`config.mk`:
```
export PLATFORM = sky130hd
export DESIGN_NAME = regFile
export DESIGN_NICKNAME = d
export VERILOG_FILES = /design/src/source/regFile.sv
export VERILOG_INCLUDE_DIRS = /design/src /design/src/common
export SDC_FILE = /design/constraint.sdc
export NUM_CORES = 2
export LEC_CHECK = 0
export BUFFER_PORTS_ARGS = -buffer_cell sky130_fd_sc_hd__buf_2
export CORE_ASPECT_RATIO = 0.9
export CORE_UTILIZATION = 55
export CTS_BUF_LIST = sky130_fd_sc_hd__clkbuf_4 sky130_fd_sc_hd__clkbuf_8
export CTS_CLUSTER_SIZE = 24
export DETAILED_ROUTE_END_ITERATION = 10
export MAX_ROUTING_LAYER = met4
export PLACE_DENSITY = 0.71
export SLEW_MARGIN = 0
export SYNTH_ARGS = -nofsm -noshare
export SYNTH_HDL_FRONTEND = slang
export SYNTH_SLANG_ARGS = --single-unit
```
`constraint.sdc`:
```
create_clock -name clk -period 3.4 [get_ports clk]
set_clock_uncertainty 0.2 [all_clocks]
set_input_delay 0.68 -clock clk [delete_from_list [all_inputs] [get_ports clk]]
set_output_delay 0.68 -clock clk [all_outputs]
set_load 0.01 [all_outputs]
```
`src/common/cpu_defs.svh`:
```
`ifndef CPU_DEFS_SVH
`define CPU_DEFS_SVH

////////////////////
// Datapath sizing
////////////////////

// Data and address width
`define CPU_DATA_W 32

// Architectural registers
`define CPU_REG_N 32

// Data RAM depth in words
`define CPU_DM_WORDS 1024

////////////////////
// Fixed addresses and indices
////////////////////

// First fetch after reset
`define CPU_RESET_PC 32'h0000_3000

// Link register for jal
`define CPU_RA 31

`endif
```
`src/source/regFile.sv`:
```
`timescale 1ns/1ps
`default_nettype none

`include "cpu_defs.svh"

module regFile #(
	parameter int AddrW = $clog2(`CPU_REG_N)
) (
	input  logic                   clk,
	input  logic                   rst,
	input  logic [AddrW-1:0]       rsAddr,
	input  logic [AddrW-1:0]       rtAddr,
	output logic [`CPU_DATA_W-1:0] rsData,
	output logic [`CPU_DATA_W-1:0] rtData,
	input  logic                   wen,
	input  logic [AddrW-1:0]       wAddr,
	input  logic [`CPU_DATA_W-1:0] wData
);

	logic [`CPU_DATA_W-1:0] regs [`CPU_REG_N];

	// Asynchronous reads, no write bypass
	assign rsData = regs[rsAddr];
	assign rtData = regs[rtAddr];

	always_ff @(posedge clk) begin
		if (rst) begin
			for (int i = 0; i < `CPU_REG_N; i++) begin
				regs[i] <= '0;
			end
		end else if (wen && (wAddr != '0)) begin
			// Register 0 is never written and stays zero
			regs[wAddr] <= wData;
		end
	end

endmodule

`default_nettype wire

```
# Word level (Yosys, flattened, before mapping)
# Memory sizes are Yosys's and may differ from the RTL's.
# Cells that the tools add are included.
# op_classes
muxes,8
n_reduce_logical,3
# ops
cell,count
32-bit two-way mux,1
32-bit OR reduction,1
1-bit two-way mux,6
5-bit two-way mux,1
5-bit nonzero test,1
1-bit logical AND,1
# totals
regBits,0
mem_bits_rw,1024
inputBits,50
n_memories,1
# memory_table
memory,words,width,read_ports,rd_ports_with_merged_regs,wr,line_no,text
regs,32,32,2,0,32,regFile.sv:20,logic [`CPU_DATA_W-1:0] regs [`CPU_REG_N];

# Depth between registers and ports, before layout
# logic_depth
depth_word,7
ltp_mapped,8
ltp_nobuf,5

# Least setup slack after synthesis
# OpenSTA, ideal clock, no wires.
# synth_timing
path_kind,in2out
startpoint,input port rsAddr[1]
endpoint,output port rsData[25]
t_arrival_ps,1879
required_time_ps,2520
setup_slack_ps,641
path_stages,8
path_cell_list,buf_2 > buf_4 > buf_4 > buf_6 > mux2i_1 > a22oi_1 > a31oi_1 > nand3_1
# synth_via
elab_chain_cells,1
# synth_rtl
item,line_no,text
start: declaration,regFile.sv:11,"input logic [AddrW-1:0] rsAddr,"
memory read 32 x 32 bit,--,
end: declaration,regFile.sv:13,"output logic [`CPU_DATA_W-1:0] rsData,"
# Every way passes these cells.

# Worst setup path in the final report
# layout_timing
startpoint,input port rtAddr[1]
endpoint,output port rtData[17]
# layout_via
elab_chain_cells,1
# layout_rtl
item,line_no,text
start: declaration,regFile.sv:12,"input logic [AddrW-1:0] rtAddr,"
memory read 32 x 32 bit,--,
end: declaration,regFile.sv:14,"output logic [`CPU_DATA_W-1:0] rtData,"
# Every way passes these cells.

==> flow_summary.ini <==
[yosys]
synthDistinctLibCells = 29
synth_xor_area_share_pct = 0
yosys.area.top_type = edfxtp_1
synthSimpleGateAreaFrac_pct = 15.73
synth_top_family_by_area = multiplexers
synth-seq-cells = 1024
yosys-mux-area-fraction_pct = 18.34
ys.flop_type = edfxtp_1
yosysSeqAreaShare_pct = 55.01
synth_compound_area_share_pct = 7.020
synthCells = 4605
yosys-top-cells-area = edfxtp_1 55%, mux2i_1 18%, and2_1 11%
syn-cell-area_um2 = 55900
yosys_warnings = 0
syn_area_per_cell_um2 = 12.14
synth_edf_count = 1024
synth_adder_area_share_pct = 0
ys_top_cells_by_count = 1,024 x edfxtp_1, 1,024 x mux2i_1, 994 x and2_1
synth_top_area_share_pct = 55.01
async_reset_ff_share_pct = 0

[sta]
hold_violations = 0
fin_crit_ns = 3.369
fmax_ghz = 0.2968
finalSetupViolations = 0
relSlewSlack_pct = 43.36
fin_crit_sh_pct = 99.08
maxSlewViolCount = 0
worstMarginPinSlew_ns = 0.8497

[routing]
wl_per_cell_um = 30.14
drt_first_pass_iters = 6
routed_via_density = 6.506
remaining_drc_errors = 0
via_count = 40680
drtAntennaViolNets = 0
first_iter_violations = 5333
wirelength_mm = 188.4

[placement]
dp_hpwl_mm = 111.6
place_inst = 5932
gp_congestion = 0.8845
portBuffers = 113

[power]
net-switching-power_uw = 7886
leakage_uw = 0.02517
p_int_uw = 21940
clkPwrFrac_pct = 37.0
power_density_nw_per_um2 = 472.2
combPwrFrac_pct = 12.8
ir_worst_vdd_mv = 0.3710
swShare_pct = 26.44
power_frac_seq_pct = 50.2

[clocking]
numCtsBuffers = 171
tritoncts = yes
clk_pin_slew_ns = 0.07
cts_root_buffer = clkbuf_8
clock_sinks = 1024
cts_buffer_depth = 3
h-tree-depth = 4

[die]
die_y_um = 304.4
fp.coreArea_um2 = 100300
die_w_um = 338.0
die_area_um2 = 102900
start_util_pct = 55.71
num_io_pins = 114
fp-row-count = 110

[status]
run_status = complete, no violations

[layout]
area_delta_synth_final_pct = 12.99
largest_register_ffs = 1024
layout-drive-gt1-share_pct = 15.43
largest_register = regs
reg_top3 = regs x1024
finish.utilization_pct = 62.95
nNetsFinal = 4812
instances_no_fill = 6253

[job]
maxCapViolCount = 0

[global_routing]
track_usage_pct = 37.45
grt_pass1_wl_mm = 268.2
grt_pass1_vias = 39360
grt_max_degree = 80
grt_antenna_before_repair = 20
overflow = 0

[worst_setup_path]
cp_data_arrival_time_ns = 2.49
required_ns = 2.52
cp-start-kind = input pin
worstPathCellList = buf_8, buf_12, buf_12, mux2i_1, a22oi_1, nand3_1, nand3_1, buf_2
cp-end-kind = output pin
path_class = input pin to output pin
max_stage_delay_ns = 0.32
slowest_stage = buf_12
path_max_fanout = 42

[min_path]
hp-class = input pin to register
-- critical path, delay by kind of cell --
family,cells,cell delay [ns]
mux,1,0.14
buf+inv,4,0.97
compound gates,1,0.24
simple gates,2,0.37
-- worst paths after layout --
check | from | to | slack [ns] | cells after the start
max | rtAddr[1] | rtData[17] | 0.03 | 8
min | wData[4] | regs[25][4] | 0.18 | 2
-- placed cells by master, fill, tap and decap left out, drive strengths merged, types with 33 or more instances in the layout --
master / count
or2: 33
and2: 994
nor2: 35
nand2: 196
clkbuf: 245
mux2i: 1024
nor3: 64
a22oi: 192
nand3: 194
a22o: 128
edfxtp: 1024
clkinv: 47
buf: 399
a21oi: 192
a31oi: 64
-- logic make-up after synthesis --
group,Yosys count
simple gates,1534
mux,1024
flops,1024
compound gates,576
buf+inv,446
other cells,1
-- layer usage --
layer	share of wire, %	GRT usage (%)	up-vias
met2	45	54.28	2788
met4	4.9	18.23	0
met3	11	7.099	539
met1	39	50.56	20160
li1	-	-	17200
met5	0	-	-
-- what timing repair did --
action / 4_1_cts / 5_1_grt
buffers inserted: 0 / 1
resized for setup: 0 / 8
endpoints found under the setup margin: 0 / 7
hold buffers: 0 / 0
-- cell type report --
| class | count | area (µm²) |
|---|---|---|
| diodes | 15 | 37.54 |
| clock buffers | 245 | 2940 |
| repair buffers | 399 | 4006 |
| fillers | 7692 | 37180 |
| clock inverters | 60 | 406.6 |
| multi-input cells | 3166 | 23330 |
| flip-flops and latches | 1024 | 30750 |
| well taps | 1344 | 1682 |
-- through the flow --
| step | TNS (ns) | power [µW] | area (µm²) | hold slack [ns] | setup slack (ns) |
|---|---|---|---|---|---|
| finish | 0 | 29820 | 63160 | 0.1816 | 0.03120 |
| global route | -0.01685 | 30610 | 63140 | 0.1743 | -0.01402 |
| CTS | 0 | 29740 | 63070 | 0.1292 | 0.02077 |
| detailed placement | 0 | 18930 | 59720 | 1.074 | 0.04532 |
| global placement | 0 | 18840 | 59720 | 1.068 | 0.01210 |
| floorplan | 0 | 17310 | 56010 | 0.6782 | 0.6406 |
-- power groups by stage --
| stage | logic (µW) | registers, µW | clock network, µW |
|---|---|---|---|
| after CTS | 3740 | 14900 | 11100 |
| after detailed placement | 3730 | 15200 | 0 |
| after global placement | 3690 | 15200 | 0 |
| after floorplan | 2220 | 15100 | 0 |
| final | 3830 | 15000 | 11000 |
| after global routing | 3980 | 15000 | 11600 |
Note: power is estimated with default switching activity, not from simulation.
