**config.mk**
```make
export PLATFORM = sky130hd
export DESIGN_NAME = ctrlDecoder
export DESIGN_NICKNAME = d
export VERILOG_FILES = /design/src/common/isaPkg.sv /design/src/control/ctrlDecoder.sv
export SDC_FILE = /design/constraint.sdc
export NUM_CORES = 1
export LEC_CHECK = 0
export ABC_AREA = 0
export BUFFER_PORTS_ARGS = -buffer_cell sky130_fd_sc_hd__buf_2
export CORE_AREA = 10 10 47 49
export DETAILED_ROUTE_END_ITERATION = 16
export DIE_AREA = 0 0 57 59
export GPL_ROUTABILITY_DRIVEN = 0
export PLACE_DENSITY = 0.73
export SLEW_MARGIN = 20
export SYNTH_ARGS = -nofsm -noshare
export SYNTH_HDL_FRONTEND = slang
export SYNTH_SLANG_ARGS = --single-unit
```
**constraint.sdc**
```tcl
create_clock -name vclk -period 2
set_clock_uncertainty 0.2 [all_clocks]
set_input_delay 0.1 -clock vclk [all_inputs]
set_output_delay 0.1 -clock vclk [all_outputs]
set_load 0.02 [all_outputs]
```
**src/common/isaPkg.sv**
```systemverilog
`default_nettype none

package isaPkg;

	////////////////////
	// Instruction encodings
	////////////////////

	typedef enum logic [5:0] {
		opRType = 6'h00,
		opJ     = 6'h02,
		opJal   = 6'h03,
		opBeq   = 6'h04,
		opOri   = 6'h0d,
		opLui   = 6'h0f,
		opLw    = 6'h23,
		opSw    = 6'h2b
	} opcodeE;

	// Funct codes of the R group
	typedef enum logic [5:0] {
		fnSll  = 6'h00,
		fnJr   = 6'h08,
		fnJalr = 6'h09,
		fnAdd  = 6'h20,
		fnSub  = 6'h22
	} functE;

	// Three views of one instruction word
	typedef struct packed {
		opcodeE      op;
		logic [4:0]  rs;
		logic [4:0]  rt;
		logic [4:0]  rd;
		logic [4:0]  shamt;
		functE       funct;
	} rFmtT;

	typedef struct packed {
		opcodeE      op;
		logic [4:0]  rs;
		logic [4:0]  rt;
		logic [15:0] imm16;
	} iFmtT;

	typedef struct packed {
		opcodeE      op;
		logic [25:0] index26;
	} jFmtT;

	typedef union packed {
		rFmtT r;
		iFmtT i;
		jFmtT j;
	} instrFieldsT;

	////////////////////
	// Control selectors
	////////////////////

	typedef enum logic [1:0] {dstRt = 2'b00, dstRd = 2'b01, dstRa = 2'b10} regDstE;

	typedef enum logic [1:0] {wbAlu = 2'b00, wbMem = 2'b01, wbLink = 2'b10, wbUpper = 2'b11} wbSelE;

	typedef enum logic [1:0] {srcReg = 2'b00, srcImm = 2'b01, srcShamt = 2'b10} aluSrcE;

	typedef enum logic [1:0] {aluAdd = 2'b00, aluSub = 2'b01, aluOr = 2'b10, aluSll = 2'b11} aluOpE;

	// Jump shares the low bit with register jump
	typedef enum logic [1:0] {npcSeq = 2'b00, npcJump = 2'b01, npcBranch = 2'b10, npcReg = 2'b11} npcSelE;

	typedef struct packed {
		regDstE regDst;
		logic   regWrite;
		logic   signExt;
		aluSrcE aluSrc;
		aluOpE  aluOp;
		logic   memWrite;
		wbSelE  wbSel;
		npcSelE npcSel;
	} ctrlT;

endpackage

`default_nettype wire

```
**src/control/ctrlDecoder.sv**
```systemverilog
`timescale 1ns/1ps
`default_nettype none

module ctrlDecoder (
	input  isaPkg::instrFieldsT instr,
	output isaPkg::ctrlT        ctrl
);

	logic isR;
	logic isAdd;
	logic isSub;
	logic isSll;
	logic isJr;
	logic isJalr;
	logic isOri;
	logic isLw;
	logic isSw;
	logic isBeq;
	logic isLui;
	logic isJ;
	logic isJal;

	////////////////////
	// One-hot instruction flags
	////////////////////

	assign isR    = (instr.r.op == isaPkg::opRType);
	assign isAdd  = isR && (instr.r.funct == isaPkg::fnAdd);
	assign isSub  = isR && (instr.r.funct == isaPkg::fnSub);
	// Also matches the all-zero nop
	assign isSll  = isR && (instr.r.funct == isaPkg::fnSll);
	assign isJr   = isR && (instr.r.funct == isaPkg::fnJr);
	assign isJalr = isR && (instr.r.funct == isaPkg::fnJalr);

	assign isOri  = (instr.r.op == isaPkg::opOri);
	assign isLw   = (instr.r.op == isaPkg::opLw);
	assign isSw   = (instr.r.op == isaPkg::opSw);
	assign isBeq  = (instr.r.op == isaPkg::opBeq);
	assign isLui  = (instr.r.op == isaPkg::opLui);
	assign isJ    = (instr.r.op == isaPkg::opJ);
	assign isJal  = (instr.r.op == isaPkg::opJal);

	////////////////////
	// Control fields, bit by bit
	////////////////////

	// Unmatched encodings leave every bit low
	assign ctrl.regDst = isaPkg::regDstE'({isJal, isAdd | isSub | isSll | isJalr});

	assign ctrl.regWrite = isAdd | isSub | isOri | isLw | isLui | isJal | isSll | isJalr;

	assign ctrl.signExt = isLw | isSw;

	assign ctrl.aluSrc = isaPkg::aluSrcE'({isSll, isOri | isLw | isSw | isLui});

	assign ctrl.aluOp = isaPkg::aluOpE'({isOri | isSll, isSub | isSll});

	assign ctrl.memWrite = isSw;

	assign ctrl.wbSel = isaPkg::wbSelE'({isLui | isJal | isJalr, isLw | isLui});

	// Branch, register jump and plain jump share the two bits
	assign ctrl.npcSel = isaPkg::npcSelE'({isBeq | isJr | isJalr, isJal | isJ | isJr | isJalr});

endmodule

`default_nettype wire

```
; Word-level counts from Yosys, hierarchy flattened
; Cells that the tools add are included.
[word_totals]
reg_bits = 0
[classes]
n_reduce_logical = 7
eq_ne = 11
bitwise = 23
[op_table]
columns = cell, n
row1 = $eq 6x4->1 const B, 4
row2 = $eq 6x6->1 const B, 4
row3 = $or 1x1->1, 23
row4 = $eq 6x2->1 const B, 2
row5 = $logic_not 6->1, 2
row6 = $eq 6x3->1 const B, 1
row7 = $logic_and 1x1->1, 5

; Longest topological paths before layout
[logic_depth]
ltp_word = 9
mapped_depth = 4
ltp_nobuf = 3

; Worst setup path before layout
; Ideal clock, no wire load.
[synth_timing]
path_kind = input-to-output
startpoint = in instr[28] (netlist bit)
endpoint = out ctrl[10] (netlist bit)
required_ps = 1700
slack_ps = 78
path_stages = 4
arrival_time_ps = 1622
path_cell_list = buf_6 -> or4_4 -> or4_4 -> o22ai_1
[synth_rtl]
columns = item, line
row1 = "start, declared", ctrlDecoder.sv:5  ; input isaPkg::instrFieldsT instr,
row2 = "end, declared", ctrlDecoder.sv:6  ; output isaPkg::ctrlT ctrl

==> qor.yml <==
finish:
  final_cell_area_um2: 481.7
  areaGrowthSynthToFinish_pct: 57.79
  drive_gt1_share_pct: 50.00
  clkbuf_count: 0
  design.seq.count: 0
  nets: 104
  instances_no_fill: 86
  antenna_cells: 0
  regArea_um2: 0
synthesis:
  synth-simple-area-share_pct: 62.30
  synth_compound_area_share_pct: 22.54
  synth_largest_area_cell: "a211oi_1"
  synth-adder-area-share_pct: 0
  synth_mux_area_share_pct: 0
  yosysSeqAreaShare_pct: 0
  synth_area_um2: 305.3
  synth_top_family_by_area: "simple AND/OR/NAND/NOR gates"
  synth.most_common_cell: "nor2_1"
  yosys_warnings: 0
  syn_inst: 44
  synth.area.top_cells: "a211oi_1, buf_4, or4_4"
  synth_top_area_share_pct: 7.377
  synth_xor_xnor_area_share_pct: 2.869
  synth_cell_type_count: 25
  synth_common_cells: "nor2_1, nor3_1"
  syn_nets: 76
  avgSynthCellArea_um2: 6.938
setup_path:
  end_kind: "output port"
  start_kind: "input pin"
  worstPathMaxFanout: 4
  cp.arrival_ns: 1.65
  worst_ep_required_time_ns: 1.70
  worstSetupPathType: "in -> out"
  startpoint: "instr[29]"
placed_design:
  placed_cell_area_um2: 454.2
  dp_cells: 86
  dp_hpwl_um: 996.4
  port_buffers: 25
timing:
  worst_slew_pin_slew_ns: 0.3352
  fin_setup_tns_ns: 0
  drv_slew: 0
  period_share_pct: 97.42
  hold_viol: 0
  setup_viol: 0
  clock.fmax_ghz: 0.5132
  maxSlewHeadroom_pct: 77.52
  layout_min_cycle_time_ns: 1.948
drt:
  drt-pass1-iter-count: 2
  vias_per_cell: 5.081
  wl_per_cell_um: 13.70
  num_vias: 437
  drc: 0
  routed_wl_um: 1178
  drt_first_iter_violations: 1
  ant_nets: 0
floorplan:
  die_h_um: 59
  die_area_um2: 3363
  initial_utilization_pct: 21.79
  design.core.area_um2: 1401
  die_w_um: 57
  rows: 14
  ios: 45
grt:
  grt_max_degree: 9
  first_global_vias: 461
  grt-ovfl-total: 0
  grt_pass1_wl_um: 2063
  track_usage_pct: 6.831
  antenna_found_initial: 0
power:
  p_per_area_nw_per_um2: 151.2
  power.leakage_nw: 0.2179
  peakVddDrop_v: 0.00007981
min_path:
  hp-class: "in -> out"
  hp-start: "instr[0]"
outcome:
  outcome: "completed"
job:
  max_cap_violations: 0
cts:
  ctsHoldBuffers: 0
## layer usage
metal	GRT usage, %	vias to the layer above	share of wire, %
met5	0	-	0
met4	0	0	0
met3	2.361	0	11
met2	11.94	18	42
met1	8.323	196	47
li1	-	223	-
## per-stage QoR
stage	hold WS, ns	worst slack [ns]	power, mW	util, %
CTS	0.3447	0.01298	0.06844	32.59
floorplan	0.03704	0.07773	0.03159	-
detailed placement	0.3458	-0.003749	0.06836	32.41
global placement	0.3355	0.009828	0.06654	32.41
global route	0.3660	-0.0006086	0.08066	34.38
finish	0.3411	0.05152	0.07282	34.38
## cell type report
class / count / area (um2)
Fill cell: 161 / 919.6
Multi-Input combinational cell: 39 / 274.0
Timing Repair Buffer: 30 / 183.9
Tap cell: 16 / 20.02
Inverter: 1 / 3.754
## cell usage in the layout, fill, tap and decap left out
master / n
buf_2: 21
xor2_1: 1
and2_1: 2
nand2_1: 3
nor4_1: 3
a21boi_0: 1
or3_1: 1
nand2b_1: 1
nor4_4: 1
nand4_1: 1
or2_1: 1
nor4bb_1: 1
nor2_1: 5
o22ai_2: 1
a32oi_1: 1
buf_6: 3
a211oi_1: 3
nor3_1: 4
o21bai_1: 1
or4_4: 2
nand3b_1: 2
nor4b_2: 1
a21oi_1: 2
a31oi_1: 1
inv_1: 1
buf_4: 6
## worst paths after layout
path / end / slack [ns] / cells past startpoint
max: ctrl[5] / 0.05 / 5
min: ctrl[5] / 0.34 / 3
## power by group
part	internal (mW)	switching, mW
combinational	0.0322	0.0406
clock	0	0
sequential	0	0
total	0.0322	0.0406
## worst max-delay path, cell delays in order
cell	delay, ns
buf_6	0.09
or4_4	0.55
or4_4	0.59
nor4_4	0.14
buf_4	0.17
## repair_timing
action	CTS	global route
endpoints found under the setup margin	1	2
resized for setup	1	5
buffers inserted	0	0
pin swaps	0	4
## logic make-up (layout without fill, tap and decap cells)
kind of cell    count (synthesis)  count (layout)
simple gates                   28              28
compound gates                 10              10
buf+inv                         5              31
xor+xnor                        1               1
(Power assumes the default switching activity.)
