$ cat config.mk
export PLATFORM = sky130hd
export DESIGN_NAME = execUnit
export DESIGN_NICKNAME = d
export VERILOG_FILES = /design/src/common/isaPkg.sv /design/src/source/execUnit.sv
export VERILOG_INCLUDE_DIRS = /design/src /design/src/common
export SDC_FILE = /design/constraint.sdc
export NUM_CORES = 1
export LEC_CHECK = 0
export BUFFER_PORTS_ARGS = -buffer_cell sky130_fd_sc_hd__buf_2
export CAP_MARGIN = 20
export CORE_MARGIN = 4
export CORE_UTILIZATION = 40
export DETAILED_ROUTE_END_ITERATION = 7
export PLACE_DENSITY = 0.75
export SLEW_MARGIN = 15
export SYNTH_ARGS = -nofsm -noshare
export SYNTH_HDL_FRONTEND = slang
export SYNTH_SLANG_ARGS = --single-unit
$ cat constraint.sdc
create_clock -name vclk -period 8.1
set_clock_uncertainty 0.05 [all_clocks]
set_input_delay 1.215 -clock vclk [all_inputs]
set_output_delay 1.215 -clock vclk [all_outputs]
set_load 0.02 [all_outputs]
$ cat src/common/cpu_defs.svh
`ifndef CPU_DEFS_SVH
`define CPU_DEFS_SVH

////////////////////
// Datapath sizing
////////////////////

// Data and address width
`define CPU_DATA_W 32

// Architectural registers
`define CPU_REG_N 32

// Data RAM depth in words
`define CPU_DM_WORDS 1024

////////////////////
// Fixed addresses and indices
////////////////////

// First fetch after reset
`define CPU_RESET_PC 32'h0000_3000

// Link register for jal
`define CPU_RA 31

`endif
$ cat src/common/isaPkg.sv
`default_nettype none

package isaPkg;

	////////////////////
	// Instruction encodings
	////////////////////

	typedef enum logic [5:0] {
		opRType = 6'h00,
		opJ     = 6'h02,
		opJal   = 6'h03,
		opBeq   = 6'h04,
		opOri   = 6'h0d,
		opLui   = 6'h0f,
		opLw    = 6'h23,
		opSw    = 6'h2b
	} opcodeE;

	// Funct codes of the R group
	typedef enum logic [5:0] {
		fnSll  = 6'h00,
		fnJr   = 6'h08,
		fnJalr = 6'h09,
		fnAdd  = 6'h20,
		fnSub  = 6'h22
	} functE;

	// Three views of one instruction word
	typedef struct packed {
		opcodeE      op;
		logic [4:0]  rs;
		logic [4:0]  rt;
		logic [4:0]  rd;
		logic [4:0]  shamt;
		functE       funct;
	} rFmtT;

	typedef struct packed {
		opcodeE      op;
		logic [4:0]  rs;
		logic [4:0]  rt;
		logic [15:0] imm16;
	} iFmtT;

	typedef struct packed {
		opcodeE      op;
		logic [25:0] index26;
	} jFmtT;

	typedef union packed {
		rFmtT r;
		iFmtT i;
		jFmtT j;
	} instrFieldsT;

	////////////////////
	// Control selectors
	////////////////////

	typedef enum logic [1:0] {dstRt = 2'b00, dstRd = 2'b01, dstRa = 2'b10} regDstE;

	typedef enum logic [1:0] {wbAlu = 2'b00, wbMem = 2'b01, wbLink = 2'b10, wbUpper = 2'b11} wbSelE;

	typedef enum logic [1:0] {srcReg = 2'b00, srcImm = 2'b01, srcShamt = 2'b10} aluSrcE;

	typedef enum logic [1:0] {aluAdd = 2'b00, aluSub = 2'b01, aluOr = 2'b10, aluSll = 2'b11} aluOpE;

	// Jump shares the low bit with register jump
	typedef enum logic [1:0] {npcSeq = 2'b00, npcJump = 2'b01, npcBranch = 2'b10, npcReg = 2'b11} npcSelE;

	typedef struct packed {
		regDstE regDst;
		logic   regWrite;
		logic   signExt;
		aluSrcE aluSrc;
		aluOpE  aluOp;
		logic   memWrite;
		wbSelE  wbSel;
		npcSelE npcSel;
	} ctrlT;

endpackage

`default_nettype wire

$ cat src/source/execUnit.sv
`timescale 1ns/1ps
`default_nettype none

`include "cpu_defs.svh"

module execUnit (
	input  isaPkg::ctrlT           ctrl,
	input  logic [`CPU_DATA_W-1:0] rsData,
	input  logic [`CPU_DATA_W-1:0] rtData,
	input  logic [15:0]            imm16,
	input  logic [4:0]             shamt,
	output logic [`CPU_DATA_W-1:0] aluResult,
	output logic [`CPU_DATA_W-1:0] extImm,
	output logic                   equal
);

	logic [`CPU_DATA_W-1:0] opB;

	// Signed for lw and sw, zero filled otherwise
	assign extImm = ctrl.signExt ? {{(`CPU_DATA_W-16){imm16[15]}}, imm16}
	                             : {{(`CPU_DATA_W-16){1'b0}}, imm16};

	////////////////////
	// Operand B and ALU
	////////////////////

	always_comb begin
		case (ctrl.aluSrc)
			isaPkg::srcImm:   opB = extImm;
			isaPkg::srcShamt: opB = {{(`CPU_DATA_W-5){1'b0}}, shamt};
			default:          opB = rtData;
		endcase
	end

	always_comb begin
		case (ctrl.aluOp)
			isaPkg::aluSub: aluResult = rsData - opB;
			isaPkg::aluOr:  aluResult = rsData | opB;
			// sll shifts rt, not rs
			isaPkg::aluSll: aluResult = rtData << opB[4:0];
			default:        aluResult = rsData + opB;
		endcase
	end

	// beq compare only
	assign equal = (rsData == rtData);

endmodule

`default_nettype wire

### After elaboration in Yosys (flattened, before gate mapping)

Cells that the tools add are included.

* output and inout bits: 65
* latch bits: 0
* bits in read-only memories: 0
* logic and storage cells: 13
* input bits: 98
* bits in writable memories: 0
* register bits after elaboration: 0
* memories: 0

* bitwise operators: 1
* div/mod/pow operators: 0
* shift-type cells: 1
* reductions and logical operators: 0
* add/subtract/negate cells: 2
* order comparisons: 0
* muxes and demuxes: 3
* $mul: 0
* equal/unequal tests: 6

Operator list (count)
* 32-bit one-hot mux with 3 select lines: 1
* 32-bit one-hot mux with 2 select lines: 1
* 32-bit adder: 1
* 32-bit equality test: 1
* 32-bit two-way mux: 1
* 32-bit OR: 1
* 32-bit by 5-bit left shift with 32-bit output: 1
* 32-bit subtractor: 1
* 2-bit equality test (second input constant): 3
* 2-bit by 1-bit equality test with 1-bit output (second input constant): 2

### Logic depth before layout (Yosys ltp)

Gate-level depths: netlist of run 1.

* depth after elaboration: 4
* gate-level depth with buffers: 24

### Least setup slack after synthesis of run 1

Ideal clock, no wire load.

* kind: input to output
* start point: in ctrl[7] in the netlist's numbering
* end point: out aluResult[29]
* cell stages on the path: 21
* arrival time: 5578 ps
* path slack: 1257 ps
* required time: 6835 ps
* cell sequence: inv_1 > ha_1 > buf_2 > buf_4 > buf_4 > clkbuf_1 > clkbuf_1 > clkbuf_1 > a22oi_1 > a21oi_1 > xnor2_1 > ha_1 > and3_1 > and3_1 > a2111oi_0 > a211oi_2 > nand4_1 > a21boi_1 > nor2_1 > and4b_1 > or4_1

* longest elaborated chain between the ends: 4
* elaborated cells on any way between the ends: 8
* those cells by class: 2 x add/sub; 2 x eq/ne; 1 x shift; 2 x mux; 1 x bitwise

RTL lines
* from (decl): line execUnit.sv:7 `input isaPkg::ctrlT ctrl,`
* 2-bit equality test / 2-bit by 1-bit equality test with 1-bit output (equally long branches): line execUnit.sv:28 `case (ctrl.aluSrc)`
* 32-bit one-hot mux with 2 select lines *: line execUnit.sv:28
* 32-bit adder (tied with other cells): line execUnit.sv:41 `default: aluResult = rsData + opB;`
* 32-bit one-hot mux with 3 select lines *: line execUnit.sv:36 `case (ctrl.aluOp)`
* to (decl): line execUnit.sv:12 `` output logic [`CPU_DATA_W-1:0] aluResult, ``

Every way passes the cells marked *; elsewhere a longest branch is shown, timed or not.

### Final worst setup path of run 1

Ends and elaborated chain as after synthesis.

==> impl_metrics.toml, run 1 <==
[synthesis]
synth_cell_types = 78
synthSimpleGateAreaFrac_pct = 22.35
synth_mux_area_share_pct = 13.16
netlist_instances = 847
synth_area_per_cell_um2 = 6.826
synth_compound_area_share_pct = 34.71
synth_fp_nets = 980
synth_xor_area_share_pct = 12.72
ys_seq_area_share_pct = 0
synth_fa_ha_area_share_pct = 7.704
ys.warnings.count = 0
syn_area_um2 = 5782
synth_top_family_by_area = "compound AO/OA/AOI/OAI gates"

[timing]
max_freq_ghz = 0.1306
relSlewSlack_pct = 42.86
period_share_pct = 94.51
hold_violations = 0
rsz0062_at_grt = "no"
setup_tns_ns = 0
finalMaxSlewViolations = 0
tightest_slew_ns = 0.8539
period_needed_ns = 7.655
worst_slack_ns = 0.4447
setup_viol = 0

[run]
cap_viol_max_count = 0

[routing]
first_pass_iters = 6
drt-total-wl_um = 23320
wl_per_cell_um = 20.99
vias_per_cell = 6.338
first_iter_violations = 892
drtAntennaViolNets = 0
drc = 0
vias = 7042

[worst_setup_path]
cp-start-kind = "input pin"
cp_data_required_time_ns = 6.84
crit_fanout = 16
endpoint_kind = "primary output"
crit_type = "in2out"
cp_data_arrival_time_ns = 6.39

[power]
switchingPower_uw = 556.2
pwr-share-comb_pct = 100.0
power_density_nw_per_um2 = 138.2
vdd_drop_max_uv = 73.16
intPower_uw = 327.7
clkPwrFrac_pct = 0
p_seq_share_pct = 0
power_uw = 883.9
swShare_pct = 62.92
power.leakage_nw = 2.846

[run_status]
status = "complete, no violations"

[global_routing]
grt_usage_pct = 26.62
grt_pass1_vias = 6477
grt_max_degree = 48
antenna_found_initial = 0
grt_pass1_wl_um = 35400
grt-ovfl-total = 0

[floorplanning]
chipHeight_um = 128.2
io_pins = 163
rows = 43
start_util_pct = 41.17
die_x_um = 128.2
die_area_um2 = 16440
design.core.area_um2 = 14040

[worst_hold_path]
hp-class = "in2out"

[finish]
seq_cell_count = 0
nets = 1066
n_clock_buffer = 0
register_area_um2 = 0
finalInstanceArea_um2 = 6395
post-route-util_pct = 45.54
area_growth_pct = 10.60
drive_above_1_share_pct = 21.59
n_antenna_cell = 0

[clocking]
cts_resized = 0
postCtsSetupBuffers = 0
holdBufCountCts = 0

[placed_design]
pre_cts_ws_ns = 0.5418
placed_cell_area_um2 = 6395
finalWeightedCongestion = 1.061
io_buffers = 155
dpl.hpwl_um = 18940
[kinds of logic after synthesis]
group           Yosys count
xor+xnor                 84
mux                      69
fa+ha+maj                35
buf+inv                  97
compound gates          301
simple gates            261
[cells in the mapped netlist, types with 3 or more instances]
cell type	instances	area, µm²
mux2_2	6	67.56
xnor2_1	31	271.5
a21o_1	16	120.1
o21ai_0	78	390.4
a22o_1	12	105.1
a31oi_1	15	93.84
clkbuf_1	35	131.4
a21oi_1	66	330.3
inv_1	12	45.04
nand3_1	21	105.1
nor2_1	54	202.7
o31a_1	3	26.28
o211ai_1	20	150.1
nor2b_1	9	56.30
ha_1	34	425.4
nor3_1	12	60.06
o21bai_1	7	52.55
o22ai_1	7	43.79
or3_1	3	18.77
a22oi_1	6	45.04
o221ai_1	9	78.83
and2_1	8	50.05
nand2b_1	10	62.56
nand4_1	8	50.05
o31ai_1	6	45.04
nand2_1	98	367.9
buf_2	9	45.04
nor4_1	11	68.82
a211oi_1	10	75.07
mux2i_1	58	580.6
mux4_2	5	112.6
xor2_1	53	464.2
o21a_1	11	82.58
buf_6	4	45.04
and3_1	8	50.05
buf_4	36	270.3
[through the flow]
stage	std cells	hold slack [ns]
after CTS	1111	2.619
after global placement	1111	2.615
after global routing	1111	2.624
after detailed placement	1111	2.620
final	1111	2.616
after floorplan	847	2.493
[worst paths after layout]
kind	end	from	slack, ns	cells past startpoint
max	aluResult[29]	ctrl[7]	0.44	21
min	extImm[9]	imm16[9]	2.62	2
[power by group through the flow]
| stage | sequential [mW] | combinational, mW | clock (mW) |
|---|---|---|---|
| 2_1_floorplan | 0 | 0.631 | 0 |
| 3_3_place_gp | 0 | 0.854 | 0 |
| 3_5_place_dp | 0 | 0.861 | 0 |
| 4_1_cts | 0 | 0.865 | 0 |
| 5_1_grt | 0 | 0.951 | 0 |
| 6_report | 0 | 0.884 | 0 |
[cells in the final DEF, fill, tap and decap left out, types with 10 or more instances in the layout]
cell	n
buf_2	155
nand2_1	98
o21ai_0	77
a21oi_1	66
mux2i_1	58
nor2_1	54
xor2_1	53
ha_1	33
xnor2_1	31
nand3_1	21
o211ai_1	20
a21o_1	16
a31oi_1	15
buf_4	14
nor3_1	12
inv_1	12
a22o_1	12
o21a_1	11
nor4_1	11
a211oi_1	10
nand2b_1	10
[worst max-delay path: stages]
cell and delay, ns:
buf_2 0.09, inv_1 0.04, ha_2 0.56, nor2b_1 0.29
o221ai_2 0.25, nor4_4 0.58, nand2_1 0.18, or3_1 0.40
nand2_1 0.09, xor2_1 0.16, ha_1 0.31, a21oi_1 0.29
nand3_1 0.11, a2111oi_0 0.45, a211oi_2 0.17, nand4_1 0.17
a21boi_1 0.12, nor2_1 0.24, nor4_1 0.08, or4_1 0.42
buf_2 0.18
[area by class of cell]
type / instances / area (µm²)
multi-input cells: 750 / 5244
repair buffers: 169 / 880.8
well taps: 180 / 225.2
fillers: 1501 / 7647
inverters: 12 / 45.04
[layer usage]
metal / track usage, % / share of wire, % / up-vias
met5: 0 / 0 / -
met1: 37.49 / 41 / 3232
li1: - / - / 3304
met4: 10.11 / 3.9 / 0
met3: 3.958 / 11 / 72
met2: 40.70 / 43 / 434
Power figures use the tool's default switching activity.
==> run 2, diff against run 1 <==
--- a/config.mk
+++ b/config.mk
@@ -6,12 +6,13 @@
 export SDC_FILE = /design/constraint.sdc
 export NUM_CORES = 1
 export LEC_CHECK = 0
+export ABC_AREA = 1
 export BUFFER_PORTS_ARGS = -buffer_cell sky130_fd_sc_hd__buf_2
 export CAP_MARGIN = 20
 export CORE_MARGIN = 4
 export CORE_UTILIZATION = 40
 export DETAILED_ROUTE_END_ITERATION = 7
-export PLACE_DENSITY = 0.75
+export PLACE_DENSITY = 0.74
 export SLEW_MARGIN = 15
 export SYNTH_ARGS = -nofsm -noshare
 export SYNTH_HDL_FRONTEND = slang
==> impl_metrics.toml, run 2 <==
[floorplanning]
chipHeight_um = 132.5
io_pins = 163
start_util_pct = 40.77
die_area_um2 = 17550
design.core.area_um2 = 15200
rows = 45
die_x_um = 132.5

[timing]
period_share_pct = 86.04
max_freq_ghz = 0.1435
hold_violations = 0
worst_slack_ns = 1.130
relSlewSlack_pct = 32.81
timing.hold.ws_ns = 2.615
rsz0062_at_grt = "no"
setup_tns_ns = 0
finalMaxSlewViolations = 0
setup_viol = 0
period_needed_ns = 6.970
tightest_slew_ns = 1.004

[global_routing]
top_usage_layer = "met2"
use_met1_pct = 40.47
use_met2_pct = 48.47
grt_pass1_wl_um = 41860
antenna_found_initial = 0
grt-ovfl-total = 0
grt_pass1_vias = 7825
grt_util_met3_pct = 2.966
grt_max_degree = 54
grt_usage_pct = 29.06

[routing]
vias = 8559
wl_per_cell_um = 17.80
drc = 0
vias_per_cell = 5.687
drt-total-wl_um = 26790
first_iter_violations = 1150
drtAntennaViolNets = 0
first_pass_iters = 6

[finish]
most-common-layout-cells = "nand2_1 (399), nand3_1 (180), buf_2 (155)"
drive_above_1_share_pct = 16.78
n_clock_buffer = 0
area_growth_pct = 10.34
n_antenna_cell = 0
nFillCells = 1736
mostFrequentLayoutCell = "nand2_1"
nets = 1452
register_area_um2 = 0
finalInstanceArea_um2 = 6839
seq_cell_count = 0

[synthesis]
netlist_instances = 1220
syn_area_um2 = 6198
yosysMostFrequentCell = "nand2_1"
netlist_top_cells_area = "nand2_1 (24%), nand3_1 (15%), ha_1 (6.9%)"
synth_area_per_cell_um2 = 5.081
ys_seq_area_share_pct = 0
ys.warnings.count = 0
synth_area_leader_cell = "nand2_1"
synth_common_cells = "nand2_1 (399), nand3_1 (180), inv_1 (111), nor2_1 (93), o21ai_0 (83)"
synth_cell_types = 40
synth_fp_nets = 1353
synth.top_cell.area_share_pct = 24.16

[worst_setup_path]
crit_top_cell = "nand2_1"
cp_data_required_time_ns = 6.84
critPathMaxStageDelay_ns = 0.76
slowest_stage = "nor2_1"
crit_type = "in2out"
endpoint_kind = "primary output"
cp_data_arrival_time_ns = 5.70
crit_start = "ctrl[8]"
crit_fanout = 11
cp-start-kind = "input pin"

[power]
power.leakage_nw = 3.731
power_uw = 885.7
vdd_drop_max_uv = 54.14
power_density_nw_per_um2 = 129.5

[run]
cap_viol_max_count = 0

[worst_hold_path]
min_to = "extImm[4]"
hold_depth = 2
min_from = "imm16[4]"
hp-class = "in2out"

[placed_design]
dpl.hpwl_um = 22210
placed_cell_area_um2 = 6839
pre_cts_ws_ns = 1.229
finalWeightedCongestion = 1.009
io_buffers = 155

[clocking]
cts_resized = 0
postCtsSetupBuffers = 0
holdBufCountCts = 0

[run_status]
status = "complete, no violations"
## run 2: layer usage
layer,share of wire (%),vias to the layer above
li1,-,4196
met2,44,482
met5,0,-
met4,2.8,0
met1,43,3826
met3,9.8,55
## run 2: worst max-delay path by stage
stage | endpoint | slack, ns
after floorplan | aluResult[24] | 2.63
after global placement | aluResult[28] | 1.25
after detailed placement | aluResult[28] | 1.23
after CTS | aluResult[28] | 1.21
after global routing | aluResult[24] | 0.73
final | aluResult[20] | 1.13
## run 2: logic make-up (layout without fill, tap and decap cells)
| logic type | count (synthesis) | after routing | synth area share, % |
|---|---|---|---|
| adders and majority gates | 35 | 35 | 7.186 |
| xor gates and xnor gates | 49 | 49 | 6.924 |
| and+or+nand+nor | 765 | 765 | 55.15 |
| AOI/OAI and AO/OA | 186 | 186 | 16.31 |
| buffers and inverters | 185 | 282 | 14.43 |
## run 2: area by class of cell
cell class         count  area, µm²  area share, %
well taps            188      235.2          3.439
inverters            115      434.2          6.348
repair buffers       167      865.8          12.66
multi-input cells   1035       5304          77.55
## run 2: metrics by stage
stage / std cells / util, %
2_1_floorplan: 1220 / -
3_3_place_gp: 1505 / 44.99
3_5_place_dp: 1505 / 44.99
4_1_cts: 1505 / 44.99
5_1_grt: 1505 / 44.99
6_report: 1505 / 44.99
## run 2: report_power, final
part	internal, mW	switching [mW]
logic	0.276	0.610
registers	0	0
clock network	0	0
total	0.276	0.610
## run 2: critical path, delay by kind of cell
kind,cells,cell delay (ns)
adder cells (fa/ha/maj),2,0.81
AND/OR/NAND/NOR,15,2.66
buffers and inverters,7,0.60
AO/OA/AOI/OAI,3,0.25
XOR/XNOR,1,0.16
==> run 3, diff against run 2 <==
--- a/config.mk
+++ b/config.mk
@@ -9,7 +9,7 @@
 export ABC_AREA = 1
 export BUFFER_PORTS_ARGS = -buffer_cell sky130_fd_sc_hd__buf_2
 export CAP_MARGIN = 20
-export CORE_MARGIN = 4
+export CORE_MARGIN = 2
 export CORE_UTILIZATION = 40
 export DETAILED_ROUTE_END_ITERATION = 7
 export PLACE_DENSITY = 0.74
==> impl_metrics.toml, run 3 (synthesis results as in run 2) <==
[finish]
nFillCells = 1697
mostFrequentLayoutCell = "nand2_1"
drive_above_1_share_pct = 16.78
area_growth_pct = 10.34
nets = 1452
finalInstanceArea_um2 = 6839
seq_cell_count = 0
most-common-layout-cells = "nand2_1 (399), nand3_1 (180), buf_2 (155)"
finalNonFillerCells = 1505
n_clock_buffer = 0
register_area_um2 = 0
n_antenna_cell = 0

[clocking]
holdBufCountCts = 0
cts_resized = 0
postCtsSetupBuffers = 0

[worst_hold_path]
min_to = "extImm[0]"
min_from = "imm16[0]"
hold_depth = 2
hp-class = "in2out"

[worst_setup_path]
cp_data_arrival_time_ns = 5.77
cp-start-kind = "input pin"
critPathMaxStageDelay_ns = 0.76
crit_top_cell = "nand2_1"
slowest_stage = "nor2_1"
endpoint_kind = "primary output"
crit_fanout = 11
cp_data_required_time_ns = 6.84
crit_type = "in2out"

[power]
vdd_drop_max_uv = 56.08
power_uw = 883.8
power.leakage_nw = 3.731
power_density_nw_per_um2 = 129.2

[floorplanning]
chipHeight_um = 128.5
die_area_um2 = 16510
rows = 45
die_x_um = 128.5
io_pins = 163
start_util_pct = 40.93
design.core.area_um2 = 15150

[timing]
relSlewSlack_pct = 33.13
setup_tns_ns = 0
timing.hold.ws_ns = 2.613
setup_viol = 0
finalMaxSlewViolations = 0
hold_violations = 0
period_needed_ns = 7.036
rsz0062_at_grt = "no"
period_share_pct = 86.87
tightest_slew_ns = 0.9994
max_freq_ghz = 0.1421

[routing]
vias_per_cell = 5.631
first_pass_iters = 5
drtAntennaViolNets = 0
first_iter_violations = 901
drc = 0
drt-total-wl_um = 26790
vias = 8475
wl_per_cell_um = 17.80

[global_routing]
antenna_found_initial = 0
grt_pass1_wl_um = 40990
grt_usage_pct = 31.63
grt-ovfl-total = 0
grt_pass1_vias = 7566
grt_max_degree = 54

[placed_design]
dpl.hpwl_um = 22330
io_buffers = 155
placed_cell_area_um2 = 6839
place_inst = 1505
finalWeightedCongestion = 0.9715

[run_status]
status = "complete, no violations"

[run]
cap_viol_max_count = 0
-- run 3: cell counts in the layout (fill, tap and decap cells not counted) --
Identical to the previous run, type by type.
-- run 3: cell type report --
class                           instances  area [µm²]  area share, %
Inverter                              115       434.2          6.348
Tap cell                              188       235.2          3.439
Timing Repair Buffer                  167       865.8          12.66
Multi-Input combinational cell       1035        5304          77.55
-- run 3: power by group --
group          leakage, nW  total, mW  switching, mW  internal (mW)
sequential               0          0              0              0
clock                    0          0              0              0
combinational         3.73      0.884          0.607          0.277
total                 3.73      0.884          0.607          0.277
-- run 3: stage by stage --
step / setup WS, ns / utilization (%)
final: 1.064 / 45.15
after detailed placement: 1.145 / 45.15
after CTS: 1.126 / 45.15
after global routing: 0.6620 / 45.15
after floorplan: 2.634 / -
after global placement: 1.206 / 45.15
-- run 3: routing by layer --
metal | GRT usage [%] | vias to the layer above | wire length (µm)
met4 | 9.632 | 0 | 883
met2 | 52.85 | 438 | 11870
li1 | - | 4191 | -
met5 | 0 | - | 0
met3 | 1.871 | 56 | 2145
met1 | 43.73 | 3790 | 11890
-- run 3: worst max-delay path by stage --
| stage | slack [ns] | to | startpoint | cells after the start |
|---|---|---|---|---|
| after global placement | 1.21 | aluResult[28] | ctrl[8] | 26 |
| after detailed placement | 1.14 | aluResult[20] | ctrl[8] | 28 |
| after global routing | 0.66 | aluResult[28] | ctrl[8] | 27 |
| final | 1.06 | aluResult[20] | ctrl[8] | 28 |
| after floorplan | 2.63 | aluResult[24] | ctrl[7] | 23 |
| after CTS | 1.13 | aluResult[20] | ctrl[8] | 28 |
-- run 3: worst max-delay path, delay by kind of cell --
| family | cells | cell delay [ns] |
|---|---|---|
| buf+inv | 7 | 0.62 |
| compound gates | 3 | 0.24 |
| fa+ha+maj | 2 | 0.82 |
| xor+xnor | 1 | 0.16 |
| simple gates | 15 | 2.69 |
